**config.mk**
```make
export PLATFORM = sky130hd
export DESIGN_NAME = aes_ctrl_parser
export DESIGN_NICKNAME = d
export VERILOG_FILES = /design/src/axil_pkg.sv /design/src/aes_pkg.sv /design/src/aes_ctrl_parser.sv
export VERILOG_INCLUDE_DIRS = /design/src
export SDC_FILE = /design/constraint.sdc
export NUM_CORES = 1
export LEC_CHECK = 0
export BUFFER_PORTS_ARGS = -buffer_cell sky130_fd_sc_hd__buf_2
export CAP_MARGIN = 25
export CORE_MARGIN = 5
export CORE_UTILIZATION = 55
export CTS_CLUSTER_DIAMETER = 150
export CTS_CLUSTER_SIZE = 28
export DETAILED_ROUTE_END_ITERATION = 8
export GPL_TIMING_DRIVEN = 0
export PLACE_DENSITY = 0.95
export SETUP_SLACK_MARGIN = 0.1
export SYNTH_ARGS = -nofsm -noshare
export SYNTH_HDL_FRONTEND = slang
export SYNTH_SLANG_ARGS = --single-unit
```
**constraint.sdc**
```tcl
create_clock -name aclk -period 6.7 [get_ports aclk]
set_input_delay 0.67 -clock aclk [delete_from_list [all_inputs] [get_ports aclk]]
set_output_delay 0.67 -clock aclk [all_outputs]
set_load 0.05 [all_outputs]
```
**src/aes_defs.svh**
```systemverilog
`ifndef AES_DEFS_SVH
`define AES_DEFS_SVH

////////////////////////////////////////////////////////////
// AXI-Lite control port
////////////////////////////////////////////////////////////

// Data width of the register port
`define AES_AXIL_DATA_BITS 64
// Byte address, 8 registers of 8 bytes at most
`define AES_AXIL_ADDR_BITS 6
// Key lo/hi, IV lo/hi, destination
`define AES_N_REGS 5

////////////////////////////////////////////////////////////
// Streams and cipher
////////////////////////////////////////////////////////////

// Destination tag on each beat
`define AES_DEST_BITS 6
// Slots per stream FIFO, also the credits a sender starts with
`define AES_FIFO_DEPTH 4
// AES-128 round count
`define AES_ROUNDS 10

`endif

```
**src/axil_pkg.sv**
```systemverilog
`include "aes_defs.svh"

package axil_pkg;

  // Response code, the only one the slave returns
  localparam logic [1:0] RESP_OKAY = 2'b00;

  // Master to slave, all five channels in one bundle
  typedef struct packed {
    logic [`AES_AXIL_ADDR_BITS-1:0]   awaddr;
    logic                             awvalid;
    logic [`AES_AXIL_DATA_BITS-1:0]   wdata;
    logic [`AES_AXIL_DATA_BITS/8-1:0] wstrb;
    logic                             wvalid;
    logic                             bready;
    logic [`AES_AXIL_ADDR_BITS-1:0]   araddr;
    logic                             arvalid;
    logic                             rready;
  } axil_req_t;

  // Slave to master
  typedef struct packed {
    logic                           awready;
    logic                           wready;
    logic [1:0]                     bresp;
    logic                           bvalid;
    logic                           arready;
    logic [`AES_AXIL_DATA_BITS-1:0] rdata;
    logic [1:0]                     rresp;
    logic                           rvalid;
  } axil_rsp_t;

endpackage

```
**src/aes_pkg.sv**
```systemverilog
`include "aes_defs.svh"

package aes_pkg;

  // One AES state, byte 0 in bits 127:120
  typedef logic [127:0] aes_block_t;

  // Input stream beat
  typedef struct packed {
    aes_block_t                data;
    logic [`AES_DEST_BITS-1:0] dest;
  } aes_beat_t;

  // Output stream beat
  typedef struct packed {
    aes_block_t                data;
    logic [`AES_DEST_BITS-1:0] dest;
    // High when data went through the cipher
    logic                      enc;
  } aes_out_beat_t;

  // Programmed configuration, parser to engine
  typedef struct packed {
    aes_block_t                key;
    aes_block_t                iv;
    logic [`AES_DEST_BITS-1:0] dest;
  } aes_cfg_t;

  ////////////////////////////////////////////////////////////
  // Register map, index times 8 gives the byte address
  ////////////////////////////////////////////////////////////

  localparam int KEY_LO_REG = 0;
  localparam int KEY_HI_REG = 1;
  localparam int IV_LO_REG  = 2;
  localparam int IV_HI_REG  = 3;
  // Write-only, reads back as zero
  localparam int DEST_REG   = 4;

endpackage

```
**src/aes_ctrl_parser.sv**
```systemverilog
`timescale 1ns/10ps
`include "aes_defs.svh"

module aes_ctrl_parser (
  input  logic                aclk,
  input  logic                aresetn,
  input  axil_pkg::axil_req_t axil_req,
  output axil_pkg::axil_rsp_t axil_rsp,
  output aes_pkg::aes_cfg_t   cfg,
  output logic                key_valid,
  output logic                iv_valid
);

  localparam int STRB_BITS = `AES_AXIL_DATA_BITS / 8;
  localparam int IDX_LSB   = $clog2(STRB_BITS);
  localparam int IDX_BITS  = `AES_AXIL_ADDR_BITS - IDX_LSB;

  // Register file
  logic [`AES_N_REGS-1:0][`AES_AXIL_DATA_BITS-1:0] regs;

  // Latched register indices of the accepted requests
  logic [IDX_BITS-1:0] aw_idx;
  logic [IDX_BITS-1:0] ar_idx;

  // Handshake state
  logic aw_en;
  logic wr_ready;
  logic bvalid;
  logic arready;
  logic rvalid;
  logic [`AES_AXIL_DATA_BITS-1:0] rdata;
  logic wr_en;
  logic rd_en;

  ////////////////////////////////////////////////////////////
  // Write channel
  ////////////////////////////////////////////////////////////

  // Address and data accepted together in one beat
  assign wr_en = wr_ready && axil_req.awvalid && axil_req.wvalid;

  always_ff @(posedge aclk) begin
    if (!aresetn) begin
      wr_ready <= 1'b0;
      aw_en    <= 1'b1;
      aw_idx   <= '0;
      bvalid   <= 1'b0;
    end else begin
      wr_ready <= 1'b0;
      // One write outstanding, aw_en reopens on the B handshake
      if (!wr_ready && axil_req.awvalid && axil_req.wvalid && aw_en) begin
        wr_ready <= 1'b1;
        aw_en    <= 1'b0;
        aw_idx   <= axil_req.awaddr[IDX_LSB +: IDX_BITS];
      end else if (bvalid && axil_req.bready) begin
        aw_en <= 1'b1;
      end
      // Response the cycle after the data beat
      if (wr_en) begin
        bvalid <= 1'b1;
      end else if (bvalid && axil_req.bready) begin
        bvalid <= 1'b0;
      end
    end
  end

  // Byte-strobed register update and config pulses
  always_ff @(posedge aclk) begin
    if (!aresetn) begin
      regs      <= '0;
      key_valid <= 1'b0;
      iv_valid  <= 1'b0;
    end else begin
      // Key complete once its upper half lands
      key_valid <= wr_en && (aw_idx == IDX_BITS'(aes_pkg::KEY_HI_REG)) &&
                   (|axil_req.wstrb);
      // Destination write arms the IV and restarts the counter
      iv_valid  <= wr_en && (aw_idx == IDX_BITS'(aes_pkg::DEST_REG)) &&
                   (|axil_req.wstrb);
      if (wr_en && (aw_idx < IDX_BITS'(`AES_N_REGS))) begin
        for (int b = 0; b < STRB_BITS; b++) begin
          // Unstrobed bytes keep old value
          if (axil_req.wstrb[b]) begin
            regs[aw_idx][8*b +: 8] <= axil_req.wdata[8*b +: 8];
          end
        end
      end
    end
  end

  ////////////////////////////////////////////////////////////
  // Read channel
  ////////////////////////////////////////////////////////////

  assign rd_en = arready && axil_req.arvalid && !rvalid;

  always_ff @(posedge aclk) begin
    if (!aresetn) begin
      arready <= 1'b0;
      ar_idx  <= '0;
      rvalid  <= 1'b0;
    end else begin
      arready <= 1'b0;
      if (!arready && axil_req.arvalid && !rvalid) begin
        arready <= 1'b1;
        ar_idx  <= axil_req.araddr[IDX_LSB +: IDX_BITS];
      end
      if (rd_en) begin
        rvalid <= 1'b1;
      end else if (rvalid && axil_req.rready) begin
        rvalid <= 1'b0;
      end
    end
  end

  // Readback mux, key and IV halves only
  always_ff @(posedge aclk) begin
    if (rd_en) begin
      case (ar_idx)
        IDX_BITS'(aes_pkg::KEY_LO_REG): rdata <= regs[aes_pkg::KEY_LO_REG];
        IDX_BITS'(aes_pkg::KEY_HI_REG): rdata <= regs[aes_pkg::KEY_HI_REG];
        IDX_BITS'(aes_pkg::IV_LO_REG):  rdata <= regs[aes_pkg::IV_LO_REG];
        IDX_BITS'(aes_pkg::IV_HI_REG):  rdata <= regs[aes_pkg::IV_HI_REG];
        default:                        rdata <= '0;
      endcase
    end
  end

  ////////////////////////////////////////////////////////////
  // Outputs
  ////////////////////////////////////////////////////////////

  always_comb begin
    axil_rsp         = '0;
    axil_rsp.awready = wr_ready;
    axil_rsp.wready  = wr_ready;
    axil_rsp.bresp   = axil_pkg::RESP_OKAY;
    axil_rsp.bvalid  = bvalid;
    axil_rsp.arready = arready;
    axil_rsp.rdata   = rdata;
    axil_rsp.rresp   = axil_pkg::RESP_OKAY;
    axil_rsp.rvalid  = rvalid;
  end

  // Hi register holds the upper 64 bits
  always_comb begin
    cfg.key  = {regs[aes_pkg::KEY_HI_REG], regs[aes_pkg::KEY_LO_REG]};
    cfg.iv   = {regs[aes_pkg::IV_HI_REG], regs[aes_pkg::IV_LO_REG]};
    cfg.dest = regs[aes_pkg::DEST_REG][`AES_DEST_BITS-1:0];
  end

endmodule

```
# Word-level counts from Yosys, hierarchy flattened
# Cells that the tools add are included.
# classes
n_lt_le_gt_ge	3
n_eq_ne	5
n_mux	55
n_reduce_logical	25
# ops
op	count
320-bit two-way mux	22
320-bit bitwise mux	8
64-bit demux with 3-bit select	8
64-bit case mux with 4 select lines	1
64-bit two-way mux	1
56-bit two-way mux	1
48-bit two-way mux	1
40-bit two-way mux	1
32-bit two-way mux	1
24-bit two-way mux	1
1-bit logical AND	17
16-bit two-way mux	1
1-bit two-way mux	8
8-bit two-way mux	1
8-bit OR reduction	1
3-bit by 1-bit == test with 1-bit output, second input constant	2
3-bit by 2-bit == test with 1-bit output, second input constant	2
2-bit nonzero test	3
3-bit by 4-bit less-than comparator with 1-bit output, second input constant	1
3-bit == test, second input constant	1
3-bit by 1-bit greater-or-equal comparator with 1-bit output, second input constant	1
1-bit zero test	3
3-bit zero test	1
3-bit less-than comparator, second input constant	1
# totals
regBits	397
in_bits	91

# Logic depth before layout (Yosys ltp)
# Gate-level depths: netlist of run 1.
# logic_depth
depth_word	34
mapped_depth	6
mapped_depth_nobuf	3

# Worst setup path before layout of run 1
# Ideal clock, no wire load.
# synth_timing
path_kind	input -> register
start	input axil_req[1] in the netlist's numbering
end	register rdata[0] (enable)
setup_ps	430
t_arrival_ps	2238
required_ps	6270
setup_slack_ps	4032
stages	1
path_buffers	0
cell_sequence	and3b_1
# synth_via
elab_chain_cells	2
# synth_rtl
item	line	rtl
from (decl)	aes_ctrl_parser.sv:7	input axil_pkg::axil_req_t axil_req,
1-bit logical AND (2 in series)	aes_ctrl_parser.sv:95	assign rd_en = arready && axil_req.arvalid && !rvalid;
to (signal assigned)	aes_ctrl_parser.sv:120	IDX_BITS'(aes_pkg::KEY_LO_REG): rdata <= regs[aes_pkg::KEY_LO_REG];
to (signal assigned)	aes_ctrl_parser.sv:121	IDX_BITS'(aes_pkg::KEY_HI_REG): rdata <= regs[aes_pkg::KEY_HI_REG];
to (signal assigned)	aes_ctrl_parser.sv:122	IDX_BITS'(aes_pkg::IV_LO_REG): rdata <= regs[aes_pkg::IV_LO_REG];
to (decl)	aes_ctrl_parser.sv:31	logic [`AES_AXIL_DATA_BITS-1:0] rdata;
# No other way between the ends.
# A chain may end at the register's enable or synchronous reset.

# Worst setup path in the final report of run 1
# layout_timing
start	register wr_ready
end	output axil_rsp[72] in the netlist's numbering
# layout_lines
item	line	rtl
from (decl)	aes_ctrl_parser.sv:27	logic wr_ready;
from (signal assigned)	aes_ctrl_parser.sv:44	wr_ready <= 1'b0;
from (signal assigned)	aes_ctrl_parser.sv:49	wr_ready <= 1'b0;
from (signal assigned)	aes_ctrl_parser.sv:52	wr_ready <= 1'b1;
to (decl)	aes_ctrl_parser.sv:8	output axil_pkg::axil_rsp_t axil_rsp,
# No word-level cell between the ends.

==> flow_summary.toml, run 1 <==
[status]
outcome = "completed"

[routing]
dr.pass1.iters = 5
drt_iter0_drc = 1172
wl_per_cell_um = 22.7
drtAntennaViolNets = 0
vias = 11557
detail_route.wirelength_um = 45300
via_per_inst = 5.78
drc = 0

[setup_path]
critPathArrivalTime_ns = 1.39
required_ns = 6.03
worst_path_max_delay_cell = "dfxtp_1"
end_kind = "output pin"
path_max_fanout = 6
cp-start-kind = "register"
path_cells = "buf_4 -> buf_2"
crit_type = "reg -> out"
max_stage_delay_ns = 0.46

[floorplan]
ios = 428
die_w_um = 172
start_util = 0.557
rows = 59
core_area_um2 = 26000
die_y_um = 172
die-area_um2 = 29700

[synthesis]
syn_area_um2 = 14500
yosysWarnings = 0
seq_area_frac_synth = 0.513
ys_ff_latch = 339
synth-simple-area-share = 0.154
synth_top_family_by_area = "multiplexers"
syn_inst = 1215
synth-compound-area-share = 0.00156
avgSynthCellArea_um2 = 11.9
synth-xor-area-share = 0
synth.area.mux_share = 0.285
yosys.area_share.adder = 0
synth.distinct_cells = 35

[sta]
fin_skew_ns = 0.0478
min_period_over_period = 0.308
slew_violations = 0
hold_violations = 0
min_period_ns = 2.06
maxSlewHeadroom = 0.391
tightest_slew_ns = 0.913
rsz0062_at_grt = "no"
setup_tns_ns = 0
max_freq_mhz = 484
setup_viol = 0

[clock_tree]
cts_hold_buf = 0
cts_tree = "done"
cts_buffers = 16
cts_root_buffer = "clkbuf_16"
clock_sinks = 339
cts_resized = 0
post_cts_buffers = 0
cts_buffer_depth = 3
h-tree-depth = 1
path_clk_slew_ns = 0.12
worstSkewPairLatency_ns = 0.52

[worst_hold_path]
min-delay-path-class = "in -> reg"

[power_and_ir_drop]
power_leakage_uw = 0.00827
power_density_nw_per_um2 = 201
peakVddDrop_mv = 0.233

[global_route]
grt_overflow = 0
grt_pass1_vias = 11505
grt_max_degree = 36
grt_usage = 0.292
grt_use_met1 = 0.364
gr-usage-met3 = 0.0581
antenna_found_initial = 8
busiest_layer = "met2"
use_met2 = 0.508
grt_first_pass_wirelength_um = 67200

[finish]
fin_nets = 1744
fin_area_um2 = 17500
drive_above_1_share = 0.353
area_growth_syn_to_layout_pct = 21.0

[placed_design]
hpwl_um = 33900
placed_area_um2 = 17000
port_buffers = 416
gp_congestion = 0.875

[flow_run]
max_cap_violations = 0
==> flip-flops by register name, indices dropped and copies added, names as in the netlist <==
signal and cells:
wr_ready 1, rdata 64, ar_idx 3, aw_en 1
rvalid 1, key_valid 1, aw_idx 3, bvalid 1
cfg 262, iv_valid 1, arready 1
==> cell usage after synthesis (all sizes together) <==
cell,count,area [um^2]
dfxtp,275,5510
nor2b,65,414
buf,49,493
edfxtp,64,1920
mux4,64,1440
and3b,2,18.8
and4,1,8.76
nor2,9,50.1
nor3b,1,7.51
inv,3,11.3
nand3b,1,7.51
a21oi,2,10.0
and4b,2,21.3
o21ai,1,5.00
clkbuf,41,154
nand4b,1,8.76
nor4,2,12.5
conb,1,3.75
nand3,16,280
and2,2,13.8
nand2,327,1230
a211oi,1,7.51
nand4,1,6.26
mux2i,268,2680
and3,16,158
==> area by class of cell <==
class	instances	area [um^2]
timing repair buffer	417	2100
clock inverter	1	30.0
tap	335	419
sequential	339	7430
fill	1867	8480
multi-input combinational	786	6400
buffer	90	647
clock buffer	26	459
antenna	3	7.51
inverter	3	11.3
==> per-layer routing <==
metal / wire length (um) / vias up / share of wire
met2: 22600 / 743 / 0.50
met5: 57 / - / 0.0013
met1: 16700 / 5610 / 0.37
met4: 1630 / 8 / 0.036
li1: - / 5070 / -
met3: 4350 / 126 / 0.096
==> kinds of logic after synthesis <==
logic type             count (synthesis)
AOI/OAI and AO/OA                      4
buffers and inverters                 93
DFF                                  339
muxes                                332
other                                  1
and+or+nand+nor                      446
==> worst max-delay path, delay by kind of cell (launching register included) <==
kind	cells	cell delay [ns]
buffers and inverters	2	0.41
flip-flops	1	0.46
==> power breakdown <==
group | switching (uW) | total [uW] | internal (uW)
Clock | 667 | 1160 | 488
Combinational | 193 | 270 | 77.1
Sequential | 7.66 | 2090 | 2080
==> cells in the final DEF (no fill, tap or decap), types with 6 or more instances in the layout <==
cell type  instances
clkbuf_16         17
clkbuf_1          50
and3_2             6
buf_4             21
and3_4            10
dfxtp_1          275
nand2_1          327
mux2i_1          268
edfxtp_1          64
buf_2            428
nor2b_1           64
nor2_1             8
mux4_2            64
buf_12            11
nand3_4           16
==> through the flow <==
stage | setup WS [ns] | hold slack, ns | std cells | total power (uW) | util
after floorplan | 4.03 | 0.463 | 1218 | 2300 | -
after global placement | 2.97 | 0.441 | 1969 | 2400 | 0.654
after detailed placement | 4.22 | 0.450 | 1970 | 2410 | 0.654
after CTS | 4.65 | 0.370 | 1997 | 3520 | 0.673
after global routing | 4.61 | 0.387 | 2000 | 3610 | 0.674
final | 4.64 | 0.388 | 2000 | 3520 | 0.674
==> path summary, 6_finish.rpt <==
check                    startpoint                 endpoint  slack [ns]  cells after the start
max             wr_ready$_SDFF_PN0_             axil_rsp[72]        4.64                      2
min                    axil_req[87]   aw_idx[1]$_SDFFE_PN0P_        0.39                      3
max reg2reg  ar_idx[2]$_SDFFE_PN0P_  rdata[17]$_SDFFCE_PN0P_        4.75                      3
min reg2reg     cfg[2]$_SDFFE_PN0P_      cfg[2]$_SDFFE_PN0P_        0.46                      2
(Power assumes the default switching activity.)
==> inputs of run 2 (changes only) <==
Settings changed: CORE_UTILIZATION 55 to 52, PLACE_DENSITY 0.95 to 0.92.
Clock period 6.7 ns to 1.9 ns, I/O delays scaled along.
==> flow_summary.toml, run 2 (same netlist as run 1, synthesis figures left out) <==
[finish]
seqCellArea_um2 = 7430
drive_above_1_share = 0.350
area_growth_syn_to_layout_pct = 23.5
multiInputGateArea_um2 = 6400
layout_common_cells = "426 x buf_2, 327 x nand2_1, 274 x dfxtp_1, 267 x mux2i_1"
fin_nets = 1769
final_common_cell = "buf_2"
largest_reg_flops = 262
fillers = 2050

[global_route]
grt_usage = 0.284
grt_pass1_vias = 11747
grt_use_met1 = 0.359
grt_first_pass_wirelength_um = 69500
busiest_layer = "met2"
grt_max_degree = 36
use_met2 = 0.502
gr-usage-met3 = 0.0485
antenna_found_initial = 6
grt_overflow = 0

[power_and_ir_drop]
peakVddDrop_mv = 0.655
power_density_nw_per_um2 = 697
total_power_uw = 12500
power_leakage_uw = 0.00840

[sta]
min_period_over_period = 0.924
hold_violations = 0
tightest_slew_ns = 0.893
max_freq_mhz = 570
setup_viol = 0
rsz0062_at_grt = "yes"
min_period_ns = 1.76
fin_skew_ns = 0.0274
slew_violations = 0
maxSlewHeadroom = 0.404
fin_ws_ns = 0.144

[floorplan]
ios = 428
core_area_um2 = 27600
rows = 61
die-area_um2 = 31300
die_y_um = 177
die_w_um = 177
start_util = 0.524

[setup_path]
cp-start-kind = "register"
required_ns = 2.11
critPathArrivalTime_ns = 1.96
crit_type = "reg -> reg"
path_max_fanout = 35
end_kind = "register"

[placed_design]
port_buffers = 416
dpl_worst_slack_ns = -0.179
gp_congestion = 0.877
hpwl_um = 34300

[clock_tree]
cts_buffers = 16
cts_root_buffer = "clkbuf_16"
clock_sinks = 339
cts_tree = "done"
path_clk_slew_ns = 0.11
cts_buffer_depth = 3
h-tree-depth = 1
worstSkewPairLatency_ns = 0.51

[routing]
drc = 0
drt_iter0_drc = 972
dr.pass1.iters = 7
wl_per_cell_um = 22.4
detail_route.wirelength_um = 46300
drtAntennaViolNets = 0
vias = 11505
via_per_inst = 5.56

[flow_run]
max_cap_violations = 0

[status]
outcome = "completed"

[worst_hold_path]
min-delay-path-class = "in -> reg"
## run 2: layout make-up
type,count,share of cell area
sequential,339,0.416
antenna,4,0.000560
inverter,3,0.000630
tap,378,0.0265
timing repair buffer,442,0.132
clock buffer,27,0.0259
multi-input combinational,786,0.358
buffer,90,0.0387
clock inverter,1,0.00168
## run 2: power by group
part	switching, uW	internal [uW]	total (uW)
Combinational	700	318	1020
Clock	2330	1730	4060
Sequential	28.1	7340	7370
Total	3060	9390	12500
## run 2: repair_timing
action                     in CTS  in global routing
gates resized for setup         8                  7
hold endpoints to repair       42                  0
buffers inserted                2                  0
gates cloned                    0                  0
hold buffers                   23                  0
setup endpoints to repair      61                 26
## run 2: per-layer routing
layer  vias up  part of all wire
met5         -           0.00086
met4         6             0.029
met3       101             0.080
met2       609              0.51
met1      5655              0.38
li1       5134                 -
## run 2: critical path: stages, from the launching register on
cell and delay (ns):
dfxtp_1 0.36, and3b_4 0.75, buf_12 0.30
## run 2: per-stage QoR
step                      instance area (um^2)   util  std cells  TNS (ns)  hold slack (ns)
after global routing                     17900  0.647       2069         0          0.00605
after detailed placement                 17100  0.617       2013    -11.39            0.441
after CTS                                17800  0.645       2066         0         0.000269
final                                    17900  0.647       2070         0          0.00562
after global placement                   17000  0.617       2012    -23.59            0.421
after floorplan                          14500      -       1218         0            0.334
## run 2: worst paths after layout
| path | start | end | slack, ns | depth (start not counted) |
|---|---|---|---|---|
| max | rvalid$_SDFFE_PN0P_ | rdata[27]$_SDFFCE_PN0P_ | 0.14 | 2 |
| min | axil_req[65] | cfg[117]$_SDFFE_PN0P_ | 0.006 | 3 |
| max reg2reg | rvalid$_SDFFE_PN0P_ | rdata[27]$_SDFFCE_PN0P_ | 0.14 | 2 |
| min reg2reg | cfg[2]$_SDFFE_PN0P_ | cfg[2]$_SDFFE_PN0P_ | 0.47 | 2 |
