[src/aes_stream_fifo.sv]
`timescale 1ns/10ps

module aes_stream_fifo #(
  parameter type payload_t = logic [7:0],
  parameter int  DEPTH     = 4
) (
  input  logic     aclk,
  input  logic     aresetn,
  input  logic     wr_valid,
  input  payload_t wr_data,
  input  logic     rd_pop,
  output logic     rd_avail,
  output payload_t rd_data,
  output logic     credit
);

  localparam int PTR_BITS = (DEPTH > 1) ? $clog2(DEPTH) : 1;
  localparam int CNT_BITS = $clog2(DEPTH + 1);

  payload_t            mem [DEPTH];
  logic [PTR_BITS-1:0] wr_ptr;
  logic [PTR_BITS-1:0] rd_ptr;
  logic [CNT_BITS-1:0] count;
  logic                do_pop;

  // Wrap at DEPTH, so any depth works
  function automatic logic [PTR_BITS-1:0] next_ptr(input logic [PTR_BITS-1:0] p);
    return (p == PTR_BITS'(DEPTH - 1)) ? '0 : p + 1'b1;
  endfunction

  assign rd_avail = (count != '0);
  assign rd_data  = mem[rd_ptr];
  assign do_pop   = rd_pop && rd_avail;

  // Sender is credit-limited, no full check
  always_ff @(posedge aclk) begin
    if (wr_valid) begin
      mem[wr_ptr] <= wr_data;
    end
  end

  always_ff @(posedge aclk) begin
    if (!aresetn) begin
      wr_ptr <= '0;
      rd_ptr <= '0;
      count  <= '0;
      credit <= 1'b0;
    end else begin
      if (wr_valid) begin
        wr_ptr <= next_ptr(wr_ptr);
      end
      if (do_pop) begin
        rd_ptr <= next_ptr(rd_ptr);
      end
      case ({wr_valid, do_pop})
        2'b10:   count <= count + 1'b1;
        2'b01:   count <= count - 1'b1;
        default: ;
      endcase
      // One credit back per freed slot
      credit <= do_pop;
    end
  end

endmodule

[config.mk]
export PLATFORM = sky130hd
export DESIGN_NAME = aes_stream_fifo
export DESIGN_NICKNAME = d
export VERILOG_FILES = /design/src/aes_stream_fifo.sv
export SDC_FILE = /design/constraint.sdc
export NUM_CORES = 1
export LEC_CHECK = 0
export BUFFER_PORTS_ARGS = -buffer_cell sky130_fd_sc_hd__buf_2
export CAP_MARGIN = 20
export CORE_MARGIN = 3
export CORE_UTILIZATION = 26
export CTS_CLUSTER_DIAMETER = 100
export DETAILED_ROUTE_END_ITERATION = 8
export HOLD_SLACK_MARGIN = 0.1
export MAX_ROUTING_LAYER = met4
export PLACE_DENSITY = 0.51
export SLEW_MARGIN = 20
export SYNTH_ARGS = -nofsm -noshare
export SYNTH_HDL_FRONTEND = slang
export SYNTH_SLANG_ARGS = --single-unit
[constraint.sdc]
create_clock -name aclk -period 2.3 [get_ports aclk]
set_clock_uncertainty 0.15 [all_clocks]
set_input_delay 0.23 -clock aclk [delete_from_list [all_inputs] [get_ports aclk]]
set_output_delay 0.23 -clock aclk [all_outputs]
set_load 0.05 [all_outputs]
* Word level (Yosys, flattened, before mapping)
Memory sizes are Yosys's and may differ from the RTL's. A register that Yosys moved wholly into a read port is not among the register bits. Index checks and enable logic that the tools add are counted.
Word-level totals: bits in registers 8, bits in writable memories 32, output and inout port bits 10, logic and storage cells 23, memories kept 1
Memories:
- mem | words 4, bits a word 8, read ports 1, clocked after memory_dff 1, write ports 1, RTL line 20 | payload_t mem [DEPTH];
Cells by class: $add $sub $neg 4, eq/ne operators 4, multiplexer cells 7, reduce and logical (&&, ||, !) cells 3
Operator list (count):
- $mux W2 | 4
- $eq A2 B2 Y1 const B | 3
- $pmux W3 S2 | 1
- $add A2 B1 Y2 const B | 2
- $add A3 B1 Y3 const B | 1
- $reduce_bool A3 Y1 | 1
- $sub A3 B1 Y3 const B | 1
- $eq A2 B1 Y1 const B | 1
- $mux W1 | 2
- $reduce_bool A2 Y1 | 1
- $logic_and A1 B1 Y1 | 1

* Logic depth before layout (Yosys ltp)
Gate-level depths: netlist (run 1).
word-level depth 4, depth in mapped cells 8, gate-level depth less buffers 8

* Worst setup path after synthesis (run 1)
No wires, ideal clock.
path type reg-to-reg, from register count[0], to register count[2], setup time 70 ps, arrival 1665 ps, path slack 415 ps, cell stages (with the launch flop) 9, buffers on the path 0, path through dfxtp_1 o31ai_2 inv_1 ha_1 inv_1 fa_1 xor2_1 or3_1 a21oi_1
Between the ends: longest elaborated chain between the ends 4, elaborated cells on any way between the ends 8
Ends and longest elaborated chain:
- start, declared | RTL line 23 | logic [CNT_BITS-1:0] count;
- start signal, assigned | RTL line 56 | 2'b10: count <= count + 1'b1;
- start signal, assigned | RTL line 57 | 2'b01: count <= count - 1'b1;
- $reduce_bool A3 Y1 (*) | RTL line 31 | assign rd_avail = (count != '0);
- $logic_and A1 B1 Y1 (*) | RTL line 33 | assign do_pop = rd_pop && rd_avail;
- net do_pop | RTL line 24 | logic do_pop;
- $eq A2 B1 Y1 or $eq A2 B2 Y1 (tied branches) | RTL line 55 | case ({wr_valid, do_pop})
- $pmux W3 S2 or $reduce_bool A2 Y1 (tied branches)
The timed path passes the listed nets; every way through them passes the cells marked *. A chain may end at the register's enable or synchronous reset.

* Worst setup path after layout (run 1)
from input port rd_pop, to register count[2]
Between the ends: longest elaborated chain between the ends 3, elaborated cells on any way between the ends 5
Ends and longest elaborated chain:
- start, declared | RTL line 11 | input logic rd_pop,
- $logic_and A1 B1 Y1 (*) | RTL line 33
- net do_pop | RTL line 24
- $eq A2 B1 Y1 or $eq A2 B2 Y1 (tied branches) | RTL line 55
- $pmux W3 S2 or $reduce_bool A2 Y1 (tied branches)
Marked as above.

==> out/metrics.json, run 1 <==
{
  "cts_htree_levels": 2,
  "mappedNetlistArea_sq_mm": 0.00164,
  "yosysMostFrequentCell": "sky130_fd_sc_hd__edfxtp_1",
  "combined_area_of_the_multi_input_logic_cells_sq_um": 439,
  "grt_antenna_before_repair": 0,
  "fp.coreArea_sq_mm": 0.00603,
  "ff_latch_area_sq_mm": 0.00116,
  "pwr_density_cell_mw_per_mm2": 986,
  "worst_ep_required_time_ps": 2370,
  "r2r_setup_slack_ps": 210,
  "netlist_instances": 94,
  "finish.net_count": 150,
  "share_of_synthesized_flip_flops_with_an_asynchronous_set_or_reset_pct": 0,
  "synth_top_cell_by_area": "sky130_fd_sc_hd__edfxtp_1",
  "worst_setup_path_end_kind": "flip-flop",
  "seq_area_frac_synth_pct": 70.8,
  "grt.total_usage_pct": 8.53,
  "peakVddDrop_uv": 634,
  "post_synth_main_area_contributors": "sky130_fd_sc_hd__edfxtp_1 (59%), sky130_fd_sc_hd__dfxtp_1 (12%), sky130_fd_sc_hd__mux4_2 (11%), sky130_fd_sc_hd__ha_1 (4.6%), sky130_fd_sc_hd__inv_1 (1.8%)",
  "cts_inserted_buffers": 5,
  "maxSlewViolCount": 0,
  "synth-main-ff-cell": "sky130_fd_sc_hd__edfxtp_1",
  "dr_vias_cell": 4.23,
  "synth_top_area_share_pct": 58.6,
  "start_util_pct": 27.2,
  "drtAntennaViolNets": 0,
  "finish.cell_count_without_fillers": 207,
  "power_leakage_nw": 0.733,
  "synth.yosys.warnings": 0,
  "first_pass_grt_wire_length_um": 4530,
  "crit_fanout": 6,
  "number_of_top_level_pins": 22,
  "critical_path.startpoint_type": "input port",
  "initialDrtViolationCount": 23,
  "die_width_um": 85.4,
  "num_rows": 28,
  "fmaxAchievable_mhz": 451,
  "insertion_delay_ps": 280,
  "first_global_vias": 992,
  "yosys-top-cells-count": "sky130_fd_sc_hd__edfxtp_1 (32), sky130_fd_sc_hd__dfxtp_1 (10), sky130_fd_sc_hd__inv_1 (8), sky130_fd_sc_hd__mux4_2 (8)",
  "worstPathArrival_ps": 2280,
  "overall_via_count_from_detail_route": 876,
  "finalCriticalPeriod_ps": 2220,
  "post_drt_wl_per_cell_um": 13.0,
  "finalSetupViolations": 0,
  "fillCellCount": 597,
  "clk_transition_reported_paths_ps": 70,
  "ctsRootBufferMaster": "sky130_fd_sc_hd__clkbuf_8",
  "number_of_input_and_output_port_buffers_inserted": 21,
  "maxCapViolCount": 0,
  "gp_congestion": 0.678,
  "outcome": "completed",
  "drt_pre_antenna_iters": 4,
  "syn_to_final_growth_pct": 23.4,
  "hold_class": "input port to flip-flop",
  "rsz0062_at_grt": "no",
  "yosys.cell_types.count": 20,
  "share_of_layout_cells_above_drive_strength_1_pct": 31.1,
  "tritoncts": "yes",
  "setup_total_negative_slack_ps": 0,
  "total_die_area_sq_mm": 0.00729,
  "synth_edf_count": 32,
  "post-route-drc-count": 0,
  "dp_cells": 189,
  "drt-total-wl_um": 2690,
  "timing_worst_slew_pin_value_ps": 467,
  "clock_sink_count": 42,
  "cts_max_path_buffers": 2,
  "timing_worst_setup_path_type": "input port to flip-flop",
  "synth_fp_nets": 113,
  "timing.final.hold_violations": 0,
  "syn-mean-instance-area_sq_um": 17.4,
  "die-height_um": 85.4,
  "largest_net_degree_at_the_start_of_global_routing": 14,
  "yosys_register_bits": 42,
  "max_slew_headroom_pct": 68.9,
  "insertedDiodeCount": 0,
  "layout_worst_path_cycle_share_pct": 96.3,
  "place.detailed.hpwl_um": 1920,
  "grt.overflow.total": 0
}
## logic make-up (layout without fill, tap and decap cells)
logic type,count (synthesis),count (layout),synth area share [%]
simple gates,17,17,5.34
fa+ha+maj,7,7,5.80
compound gates,7,7,2.60
flops,42,42,70.8
buf+inv,10,48,2.75
xor+xnor,2,2,1.07
mux,9,9,11.6
## power breakdown
part | switching, W | internal [W]
clock network | 0.000225 | 0.000214
logic | 0.000404 | 0.000220
registers | 0.0000484 | 0.000884
total | 0.000677 | 0.00132
## final cells by class
type,instances,share of cell area (%)
Sequential cell,42,57.4
Multi-Input combinational cell,42,21.7
Timing Repair Buffer,32,10.5
Tap cell,75,4.64
Clock buffer,6,3.59
Inverter,8,1.48
Clock inverter,2,0.680
## sequential cells by signal, summed over array words and instances, names as in the netlist, named ones only
| register | count |
|---|---|
| count | 3 |
| rd_ptr | 2 |
| wr_ptr | 2 |
| credit | 1 |
| mem | 32 |
## stage by stage
stage | total power (W) | utilization [%] | area, sq um | worst slack (ps) | hold slack (ps)
after global placement | 0.00153 | 30.4 | 1830 | 364 | 294
after CTS | 0.00202 | 33.5 | 2020 | 83.8 | 131
after detailed placement | 0.00156 | 30.4 | 1830 | 209 | 302
after global routing | 0.00212 | 33.6 | 2020 | 7.43 | 138
final | 0.00199 | 33.6 | 2020 | 85.0 | 135
after floorplan | 0.00143 | - | 1640 | 415 | 179
## cells in the final DEF (no fill, tap or decap), drive strengths merged
master        n
edfxtp       32
buf          22
dfxtp        10
dlygate4sd3  10
inv           8
mux4          8
nor2          6
ha            6
clkbuf        6
and2          4
a21oi         4
or3           3
xor2          2
nand2         2
o21ai         2
clkinv        2
o31ai         1
nor3b         1
nand3         1
mux2i         1
fa            1
## worst max-delay path, stage by stage
cell and delay, ps:
sky130_fd_sc_hd__dlygate4sd3_1 520, sky130_fd_sc_hd__buf_2 110, sky130_fd_sc_hd__o31ai_2 90, sky130_fd_sc_hd__inv_1 70, sky130_fd_sc_hd__ha_2 180, sky130_fd_sc_hd__inv_1 50, sky130_fd_sc_hd__fa_1 370, sky130_fd_sc_hd__xor2_1 160
sky130_fd_sc_hd__or3_1 330, sky130_fd_sc_hd__a21oi_2 150
## what timing repair did
| item | 4_1_cts | 5_1_grt |
|---|---|---|
| endpoints found under the setup margin | 0 | 1 |
| hold endpoints to repair | 35 | 0 |
| hold buffers | 10 | 0 |
| resized for setup | 0 | 2 |
| buffers inserted | 0 | 0 |
## path summary, 6_finish.rpt
| kind | from | end | cells past startpoint |
|---|---|---|---|
| setup / recovery | rd_pop | count[2] | 10 |
| setup reg to reg | count[0] | count[2] | 8 |
| hold / removal | wr_valid | wr_ptr[1] | 3 |
| hold reg to reg | rd_ptr[0] | rd_ptr[0] | 2 |
## layer usage
layer,track usage (%),vias to the layer above,share of wire [%]
met5,-,-,0
met3,3.01,4,5.3
met4,3.31,0,0.85
li1,-,421,-
met1,8.95,428,41
met2,14.6,23,53
Power figures use the tool's default switching activity.
==> run 2: changes to the inputs <==
--- a/config.mk
+++ b/config.mk
@@ -8,12 +8,12 @@
 export BUFFER_PORTS_ARGS = -buffer_cell sky130_fd_sc_hd__buf_2
 export CAP_MARGIN = 20
 export CORE_MARGIN = 3
-export CORE_UTILIZATION = 26
+export CORE_UTILIZATION = 50
 export CTS_CLUSTER_DIAMETER = 100
 export DETAILED_ROUTE_END_ITERATION = 8
 export HOLD_SLACK_MARGIN = 0.1
 export MAX_ROUTING_LAYER = met4
-export PLACE_DENSITY = 0.51
+export PLACE_DENSITY = 0.8
 export SLEW_MARGIN = 20
 export SYNTH_ARGS = -nofsm -noshare
 export SYNTH_HDL_FRONTEND = slang
==> out/metrics.json, run 2 (synthesis results as in run 1) <==
{
  "start_util": {"value": 53.3, "unit": "%", "change": "+26 points"},
  "timing_worst_slew_pin_value": {"value": 443, "unit": "ps", "change": "-23.8 ps"},
  "route.met2.wl": {"value": 1350, "unit": "um", "change": "-4.6%"},
  "insertedDiodeCount": {"value": 0, "change": "unchanged"},
  "sequentialPowerShare": {"value": 46.6, "unit": "%", "change": "-0.2 points"},
  "tritoncts": "yes",
  "layout_commonest_cell": "sky130_fd_sc_hd__edfxtp_1",
  "fmaxAchievable": {"value": 473, "unit": "MHz", "change": "+4.8%"},
  "p_comb_share": {"value": 31.0, "unit": "%", "change": "-0.3 points"},
  "max_slew_headroom": {"value": 70.5, "unit": "%", "change": "+1.6 points"},
  "pwr-share-clk": {"value": 22.4, "unit": "%", "change": "+0.4 points"},
  "place.detailed.hpwl": {"value": 1700, "unit": "um", "change": "-11%"},
  "grt_antenna_before_repair": {"value": 0, "change": "unchanged"},
  "initialDrtViolationCount": {"value": 41, "change": "+78%"},
  "power_leakage": {"value": 0.739, "unit": "nW", "change": "+0.81%"},
  "largest_reg_flops": {"value": 32, "change": "unchanged"},
  "fp.coreArea": {"value": 0.00308, "unit": "sq mm", "change": "-49%"},
  "ctsRootBufferMaster": "sky130_fd_sc_hd__clkbuf_4",
  "setup_total_negative_slack": {"value": 0, "unit": "ps", "change": "unchanged"},
  "finalCriticalPeriod": {"value": 2110, "unit": "ps", "change": "-101 ps"},
  "post_drt_wl_per_cell": {"value": 14.3, "unit": "um", "change": "+9.8%"},
  "cts_inserted_buffers": {"value": 5, "change": "unchanged"},
  "hold_class": "flip-flop to flip-flop",
  "worst_ep_required_time": {"value": 2430, "unit": "ps", "change": "+60 ps"},
  "clk_transition_reported_paths": {"value": 120, "unit": "ps", "change": "+50 ps"},
  "finish.net_count": {"value": 152, "change": "+1.3%"},
  "overall_via_count_from_detail_route": {"value": 906, "change": "+3.4%"},
  "worst_path_most_repeated_cell": "sky130_fd_sc_hd__inv_1",
  "outcome": "completed",
  "number_of_input_and_output_port_buffers_inserted": {"value": 21, "change": "unchanged"},
  "detailroute.wirelength.met3": {"value": 132, "unit": "um", "change": "-7.0%"},
  "die-height": {"value": 63.3, "unit": "um", "change": "-26%"},
  "drt-total-wl": {"value": 2540, "unit": "um", "change": "-5.6%"},
  "cellInternalPower": {"value": 0.00133, "unit": "W", "change": "+1.2%"},
  "post-route-drc-count": {"value": 0, "change": "unchanged"},
  "cts_htree_levels": {"value": 2, "change": "unchanged"},
  "share_of_layout_cells_above_drive_strength_1": {"value": 29.1, "unit": "%", "change": "-2.0 points"},
  "swShare": {"value": 33.3, "unit": "%", "change": "-0.66 points"},
  "grt.total_usage": {"value": 15.2, "unit": "%", "change": "+6.7 points"},
  "number_of_top_level_pins": {"value": 22, "change": "unchanged"},
  "power": {"value": 0.00200, "unit": "W", "change": "+0.24%"},
  "clock_sink_count": {"value": 42, "change": "unchanged"},
  "routed.top_layer": "met4",
  "cp_slowest_cell": "sky130_fd_sc_hd__dlygate4sd3_1",
  "dr_vias_cell": {"value": 5.09, "change": "+20%"},
  "utilization": {"value": 64.7, "unit": "%", "change": "+31 points"},
  "finalSetupViolations": {"value": 0, "change": "unchanged"},
  "post-route-cell-area": {"value": 0.00199, "unit": "sq mm", "change": "-1.6%"},
  "drtAntennaViolNets": {"value": 0, "change": "unchanged"},
  "critical_path.startpoint_type": "input port",
  "post_dp_cell_area": {"value": 0.00179, "unit": "sq mm", "change": "-2.1%"},
  "layout_common_cells": "sky130_fd_sc_hd__edfxtp_1 (32), sky130_fd_sc_hd__buf_2 (21), sky130_fd_sc_hd__dlygate4sd3_1 (12)",
  "total_die_area": {"value": 0.00400, "unit": "sq mm", "change": "-45%"},
  "die_width": {"value": 63.3, "unit": "um", "change": "-26%"},
  "worstPathArrival": {"value": 2250, "unit": "ps", "change": "-30 ps"},
  "syn_to_final_growth_pct": 21.5,
  "drt_pre_antenna_iters": {"value": 4, "change": "unchanged"},
  "timing.final.hold_violations": {"value": 0, "change": "unchanged"},
  "dp_cells": {"value": 158, "change": "-16%"},
  "reg_top3": "mem x32, count x3",
  "crit_fanout": {"value": 6, "change": "unchanged"},
  "layout_worst_path_cycle_share": {"value": 91.9, "unit": "%", "change": "-4.4 points"},
  "crit_path_max_incr_delay": {"value": 520, "unit": "ps", "change": "about the same"},
  "list_of_cells_traversed_by_the_critical_path": "dlygate4sd3_1 > buf_2 > o31ai_2 > inv_1 > ha_1 > inv_1 > fa_1 > xor2_1 > or3_1 > a21oi_1",
  "max_flop_register": "mem",
  "first_pass_grt_wire_length": {"value": 4410, "unit": "um", "change": "-2.6%"},
  "rsz0062_at_grt": "no",
  "pwr_density_cell": {"value": 1000, "unit": "mW/mm^2", "change": "+1.9%"},
  "grt.overflow.total": {"value": 0, "change": "unchanged"},
  "largest_net_degree_at_the_start_of_global_routing": {"value": 14, "change": "unchanged"},
  "maxCapViolCount": {"value": 0, "change": "unchanged"},
  "num_rows": {"value": 20, "change": "-29%"},
  "cts_max_path_buffers": {"value": 2, "change": "unchanged"},
  "maxSlewViolCount": {"value": 0, "change": "unchanged"},
  "power.net_switching": {"value": 0.000665, "unit": "W", "change": "-1.7%"},
  "finish.cell_count_without_fillers": {"value": 178, "change": "-14%"},
  "worst_setup_path_end_kind": "flip-flop",
  "insertion_delay": {"value": 340, "unit": "ps", "change": "+60 ps"},
  "detail_route.wirelength.met1": {"value": 1010, "unit": "um", "change": "-9.3%"},
  "timing_worst_setup_path_type": "input port to flip-flop",
  "first_global_vias": {"value": 916, "change": "-7.7%"},
  "peakVddDrop": {"value": 874, "unit": "uV", "change": "+38%"},
  "gp_congestion": {"value": 0.699, "change": "+3.1%"}
}
-- run 2: stage by stage --
stage,hold WS (ps),setup WS [ps]
3_3_place_gp,290,377
6_report,372,186
4_1_cts,366,197
2_1_floorplan,179,415
3_5_place_dp,296,248
5_1_grt,413,112
-- run 2: critical path, delay by kind of cell --
family	cells	cell delay [ps]
buffers and inverters	4	780
adders and majority gates	2	550
and+or+nand+nor	1	300
AOI/OAI and AO/OA	2	240
xor gates and xnor gates	1	160
-- run 2: layout make-up --
cell class                 count  area (sq um)
clock buffer                   6          41.3
clock inverter                 2          37.5
fill                         236          1090
inverter                       8          30.0
multi-input combinational     42           433
sequential                    42          1160
tap                           44          55.1
timing repair buffer          34           233
-- run 2: final timing paths --
check,depth (start not counted),slack [ps],end,start
setup / recovery,10,190,count[2],rd_pop
hold / removal,2,370,flip-flop,rd_ptr[0]
setup reg to reg,8,240,count[2],count[1]
hold reg to reg,2,370,flip-flop,rd_ptr[0]
-- run 2: what timing repair did --
action,4_1_cts,5_1_grt
buffers inserted,0,0
endpoints found under the hold margin,40,0
hold buffers,12,0
gates resized for setup,0,0
-- run 2: metal layers --
metal	vias up	global-route usage, %
li1	429	-
met1	451	16.8
met2	21	25.6
met3	5	5.35
met4	0	5.66
met5	-	-
-- run 2: power groups by stage --
stage,registers [W],logic (W),clock network (W)
after global placement,0.000942,0.000584,0
after global routing,0.000941,0.000670,0.000493
after floorplan,0.000946,0.000483,0
after detailed placement,0.000948,0.000604,0
final,0.000931,0.000620,0.000448
after CTS,0.000931,0.000626,0.000461
==> run 3: changes to the inputs <==
--- a/config.mk
+++ b/config.mk
@@ -13,7 +13,7 @@
 export DETAILED_ROUTE_END_ITERATION = 8
 export HOLD_SLACK_MARGIN = 0.1
 export MAX_ROUTING_LAYER = met4
-export PLACE_DENSITY = 0.8
+export PLACE_DENSITY = 0.75
 export SLEW_MARGIN = 20
 export SYNTH_ARGS = -nofsm -noshare
 export SYNTH_HDL_FRONTEND = slang
==> out/metrics.json, run 3 (synthesis results as in run 1) <==
{
  "post-place-ws": {"value": 240, "unit": "ps", "change": "-7.53 ps"},
  "total_die_area": {"value": 0.00400, "unit": "sq mm", "change": "unchanged"},
  "tritoncts": "yes",
  "drt-total-wl": {"value": 2590, "unit": "um", "change": "+1.8%"},
  "first_global_vias": {"value": 947, "change": "+3.4%"},
  "peakVddDrop": {"value": 699, "unit": "uV", "change": "-20%"},
  "finalSetupViolations": {"value": 0, "change": "unchanged"},
  "ctsRootBufferMaster": "sky130_fd_sc_hd__clkbuf_4",
  "first_pass_grt_wire_length": {"value": 4420, "unit": "um", "change": "+0.16%"},
  "share_of_layout_cells_above_drive_strength_1": {"value": 28.4, "unit": "%", "change": "-0.75 points"},
  "number_of_input_and_output_port_buffers_inserted": {"value": 21, "change": "unchanged"},
  "pwr_density_cell": {"value": 961, "unit": "mW/mm^2", "change": "-4.3%"},
  "dr_vias_cell": {"value": 5.03, "change": "-1.2%"},
  "global_route.usage.met1": {"value": 16.3, "unit": "%", "change": "-0.53 points"},
  "max_flop_register": "mem",
  "power_leakage": {"value": 0.730, "unit": "nW", "change": "-1.2%"},
  "crit_path_max_incr_delay": {"value": 500, "unit": "ps", "change": "-20 ps"},
  "finish.net_count": {"value": 152, "change": "unchanged"},
  "initialDrtViolationCount": {"value": 28, "change": "-32%"},
  "overall_via_count_from_detail_route": {"value": 895, "change": "-1.2%"},
  "fillCellCount": {"value": 240, "change": "+1.7%"},
  "largest_net_degree_at_the_start_of_global_routing": {"value": 13, "change": "-1"},
  "reg_top3": "mem x32, count x3",
  "clk_transition_reported_paths": {"value": 110, "unit": "ps", "change": "about the same"},
  "timing_worst_slew_pin_value": {"value": 417, "unit": "ps", "change": "-26.0 ps"},
  "place.detailed.hpwl": {"value": 1740, "unit": "um", "change": "+2.2%"},
  "critical_path.startpoint_type": "flip-flop",
  "insertedDiodeCount": {"value": 0, "change": "unchanged"},
  "cp_slowest_cell": "sky130_fd_sc_hd__mux4_2",
  "hold_class": "flip-flop to flip-flop",
  "die_width": {"value": 63.3, "unit": "um", "change": "unchanged"},
  "grt.total_usage": {"value": 15.7, "unit": "%", "change": "+0.46 points"},
  "cts_inserted_buffers": {"value": 5, "change": "unchanged"},
  "number_of_top_level_pins": {"value": 22, "change": "unchanged"},
  "clock_sink_count": {"value": 42, "change": "unchanged"},
  "maxSlewViolCount": {"value": 0, "change": "unchanged"},
  "setup_total_negative_slack": {"value": 0, "unit": "ps", "change": "unchanged"},
  "cts_max_path_buffers": {"value": 2, "change": "unchanged"},
  "num_rows": {"value": 20, "change": "unchanged"},
  "worst_setup_path_end_kind": "output port",
  "fmaxAchievable": {"value": 468, "unit": "MHz", "change": "-1.1%"},
  "timing.final.hold_violations": {"value": 0, "change": "unchanged"},
  "post_dp_cell_area": {"value": 0.00179, "unit": "sq mm", "change": "unchanged"},
  "post-route-cell-area": {"value": 0.00196, "unit": "sq mm", "change": "-1.4%"},
  "post_drt_wl_per_cell": {"value": 14.5, "unit": "um", "change": "+1.8%"},
  "die-height": {"value": 63.3, "unit": "um", "change": "unchanged"},
  "list_of_cells_traversed_by_the_critical_path": "buf_4 > mux4_2 > buf_2",
  "r2r_setup_slack": {"value": 210, "unit": "ps", "change": "-30 ps"},
  "crit_fanout": {"value": 5, "change": "-1"},
  "use_met2": {"value": 26.7, "unit": "%", "change": "+1.2 points"},
  "layout_worst_path_cycle_share": {"value": 93.0, "unit": "%", "change": "+1.1 points"},
  "drt_pre_antenna_iters": {"value": 4, "change": "unchanged"},
  "drtAntennaViolNets": {"value": 0, "change": "unchanged"},
  "timing_worst_setup_path_type": "flip-flop to output port",
  "worstPathArrival": {"value": 1760, "unit": "ps", "change": "-490 ps"},
  "layout_commonest_cell": "sky130_fd_sc_hd__edfxtp_1",
  "outcome": "completed",
  "post-route-drc-count": {"value": 0, "change": "unchanged"},
  "rsz0062_at_grt": "no",
  "path_delay_family": "multiplexers",
  "use_met3": {"value": 6.60, "unit": "%", "change": "+1.2 points"},
  "maxCapViolCount": {"value": 0, "change": "unchanged"},
  "syn_to_final_growth_pct": 19.7,
  "fp.coreArea": {"value": 0.00308, "unit": "sq mm", "change": "unchanged"},
  "max_slew_headroom": {"value": 72.0, "unit": "%", "change": "+1.6 points"},
  "start_util": {"value": 53.3, "unit": "%", "change": "unchanged"},
  "gp_congestion": {"value": 0.687, "change": "-1.7%"},
  "cts_htree_levels": {"value": 2, "change": "unchanged"},
  "grt.overflow.total": {"value": 0, "change": "unchanged"},
  "grt_busiest_layer": "met2",
  "postLayoutSetupSlackWorst": {"value": 161, "unit": "ps", "change": "-24.3 ps"},
  "finalCriticalPeriod": {"value": 2140, "unit": "ps", "change": "+24.3 ps"},
  "path_buf_inv": {"value": 2, "change": "-2"},
  "layout_common_cells": "sky130_fd_sc_hd__edfxtp_1 (32), sky130_fd_sc_hd__buf_2 (21), sky130_fd_sc_hd__dlygate4sd3_1 (12)",
  "cts-resized-gates": {"value": 0, "change": "unchanged"},
  "largest_reg_flops": {"value": 32, "change": "unchanged"},
  "grt_antenna_before_repair": {"value": 0, "change": "unchanged"},
  "worst_ep_required_time": {"value": 1920, "unit": "ps", "change": "-510 ps"},
  "insertion_delay": {"value": 340, "unit": "ps", "change": "about the same"}
}
==> run 3: cell count changes in the layout (fill, tap and decap cells not counted), sizes merged <==
cell	delta
clkinvlp	-1
bufinv	-1
clkinv	+2
==> run 3: worst reg2reg max path, cell delays in order, from the launching register on <==
cell and delay, ps:
sky130_fd_sc_hd__dfxtp_1 360, sky130_fd_sc_hd__o31ai_2 430, sky130_fd_sc_hd__inv_1 90, sky130_fd_sc_hd__ha_1 220, sky130_fd_sc_hd__inv_1 70, sky130_fd_sc_hd__fa_1 190, sky130_fd_sc_hd__xor2_1 80, sky130_fd_sc_hd__or3_1 310
sky130_fd_sc_hd__a21oi_1 130
==> run 3: area by class of cell <==
class | count | area [sq um] | share of cell area (%)
sequential | 42 | 1160 | 59.2
multi-input combinational | 42 | 433 | 22.1
timing repair buffer | 34 | 233 | 11.9
tap | 44 | 55.1 | 2.81
clock buffer | 6 | 41.3 | 2.10
inverter | 8 | 30.0 | 1.53
clock inverter | 2 | 8.76 | 0.446
==> run 3: worst paths after layout <==
check | to | cells past startpoint | from
max | rd_data[0] | 3 | flip-flop
min | count[2] | 2 | count[2]
max reg2reg | count[2] | 8 | count[1]
min reg2reg | count[2] | 2 | count[2]
==> run 3: layer usage <==
metal	vias to the layer above	wire length [um]	share of wire, %
li1	429	-	-
met2	27	1330	51
met1	432	1050	40
met5	-	0	0
met4	0	64	2.5
met3	7	151	5.8
==> run 3: power breakdown <==
| part | internal, W | total (W) | switching, W |
|---|---|---|---|
| logic | 0.000222 | 0.000611 | 0.000389 |
| registers | 0.000884 | 0.000941 | 0.0000576 |
| clock network | 0.000115 | 0.000333 | 0.000218 |
| total | 0.00122 | 0.00189 | 0.000665 |
==> run 3: repair_timing <==
item	in CTS	in global routing
hold buffers	12	0
endpoints found under the hold margin	40	0
buffers inserted	0	0
==> run 3: stage by stage <==
step	std cells	hold slack (ps)	power (W)	utilization (%)
6_report	178	393	0.00189	63.7
4_1_cts	178	387	0.00190	63.7
5_1_grt	178	430	0.00198	63.7
2_1_floorplan	94	179	0.00143	-
3_5_place_dp	158	303	0.00155	58.2
3_3_place_gp	158	290	0.00153	58.2
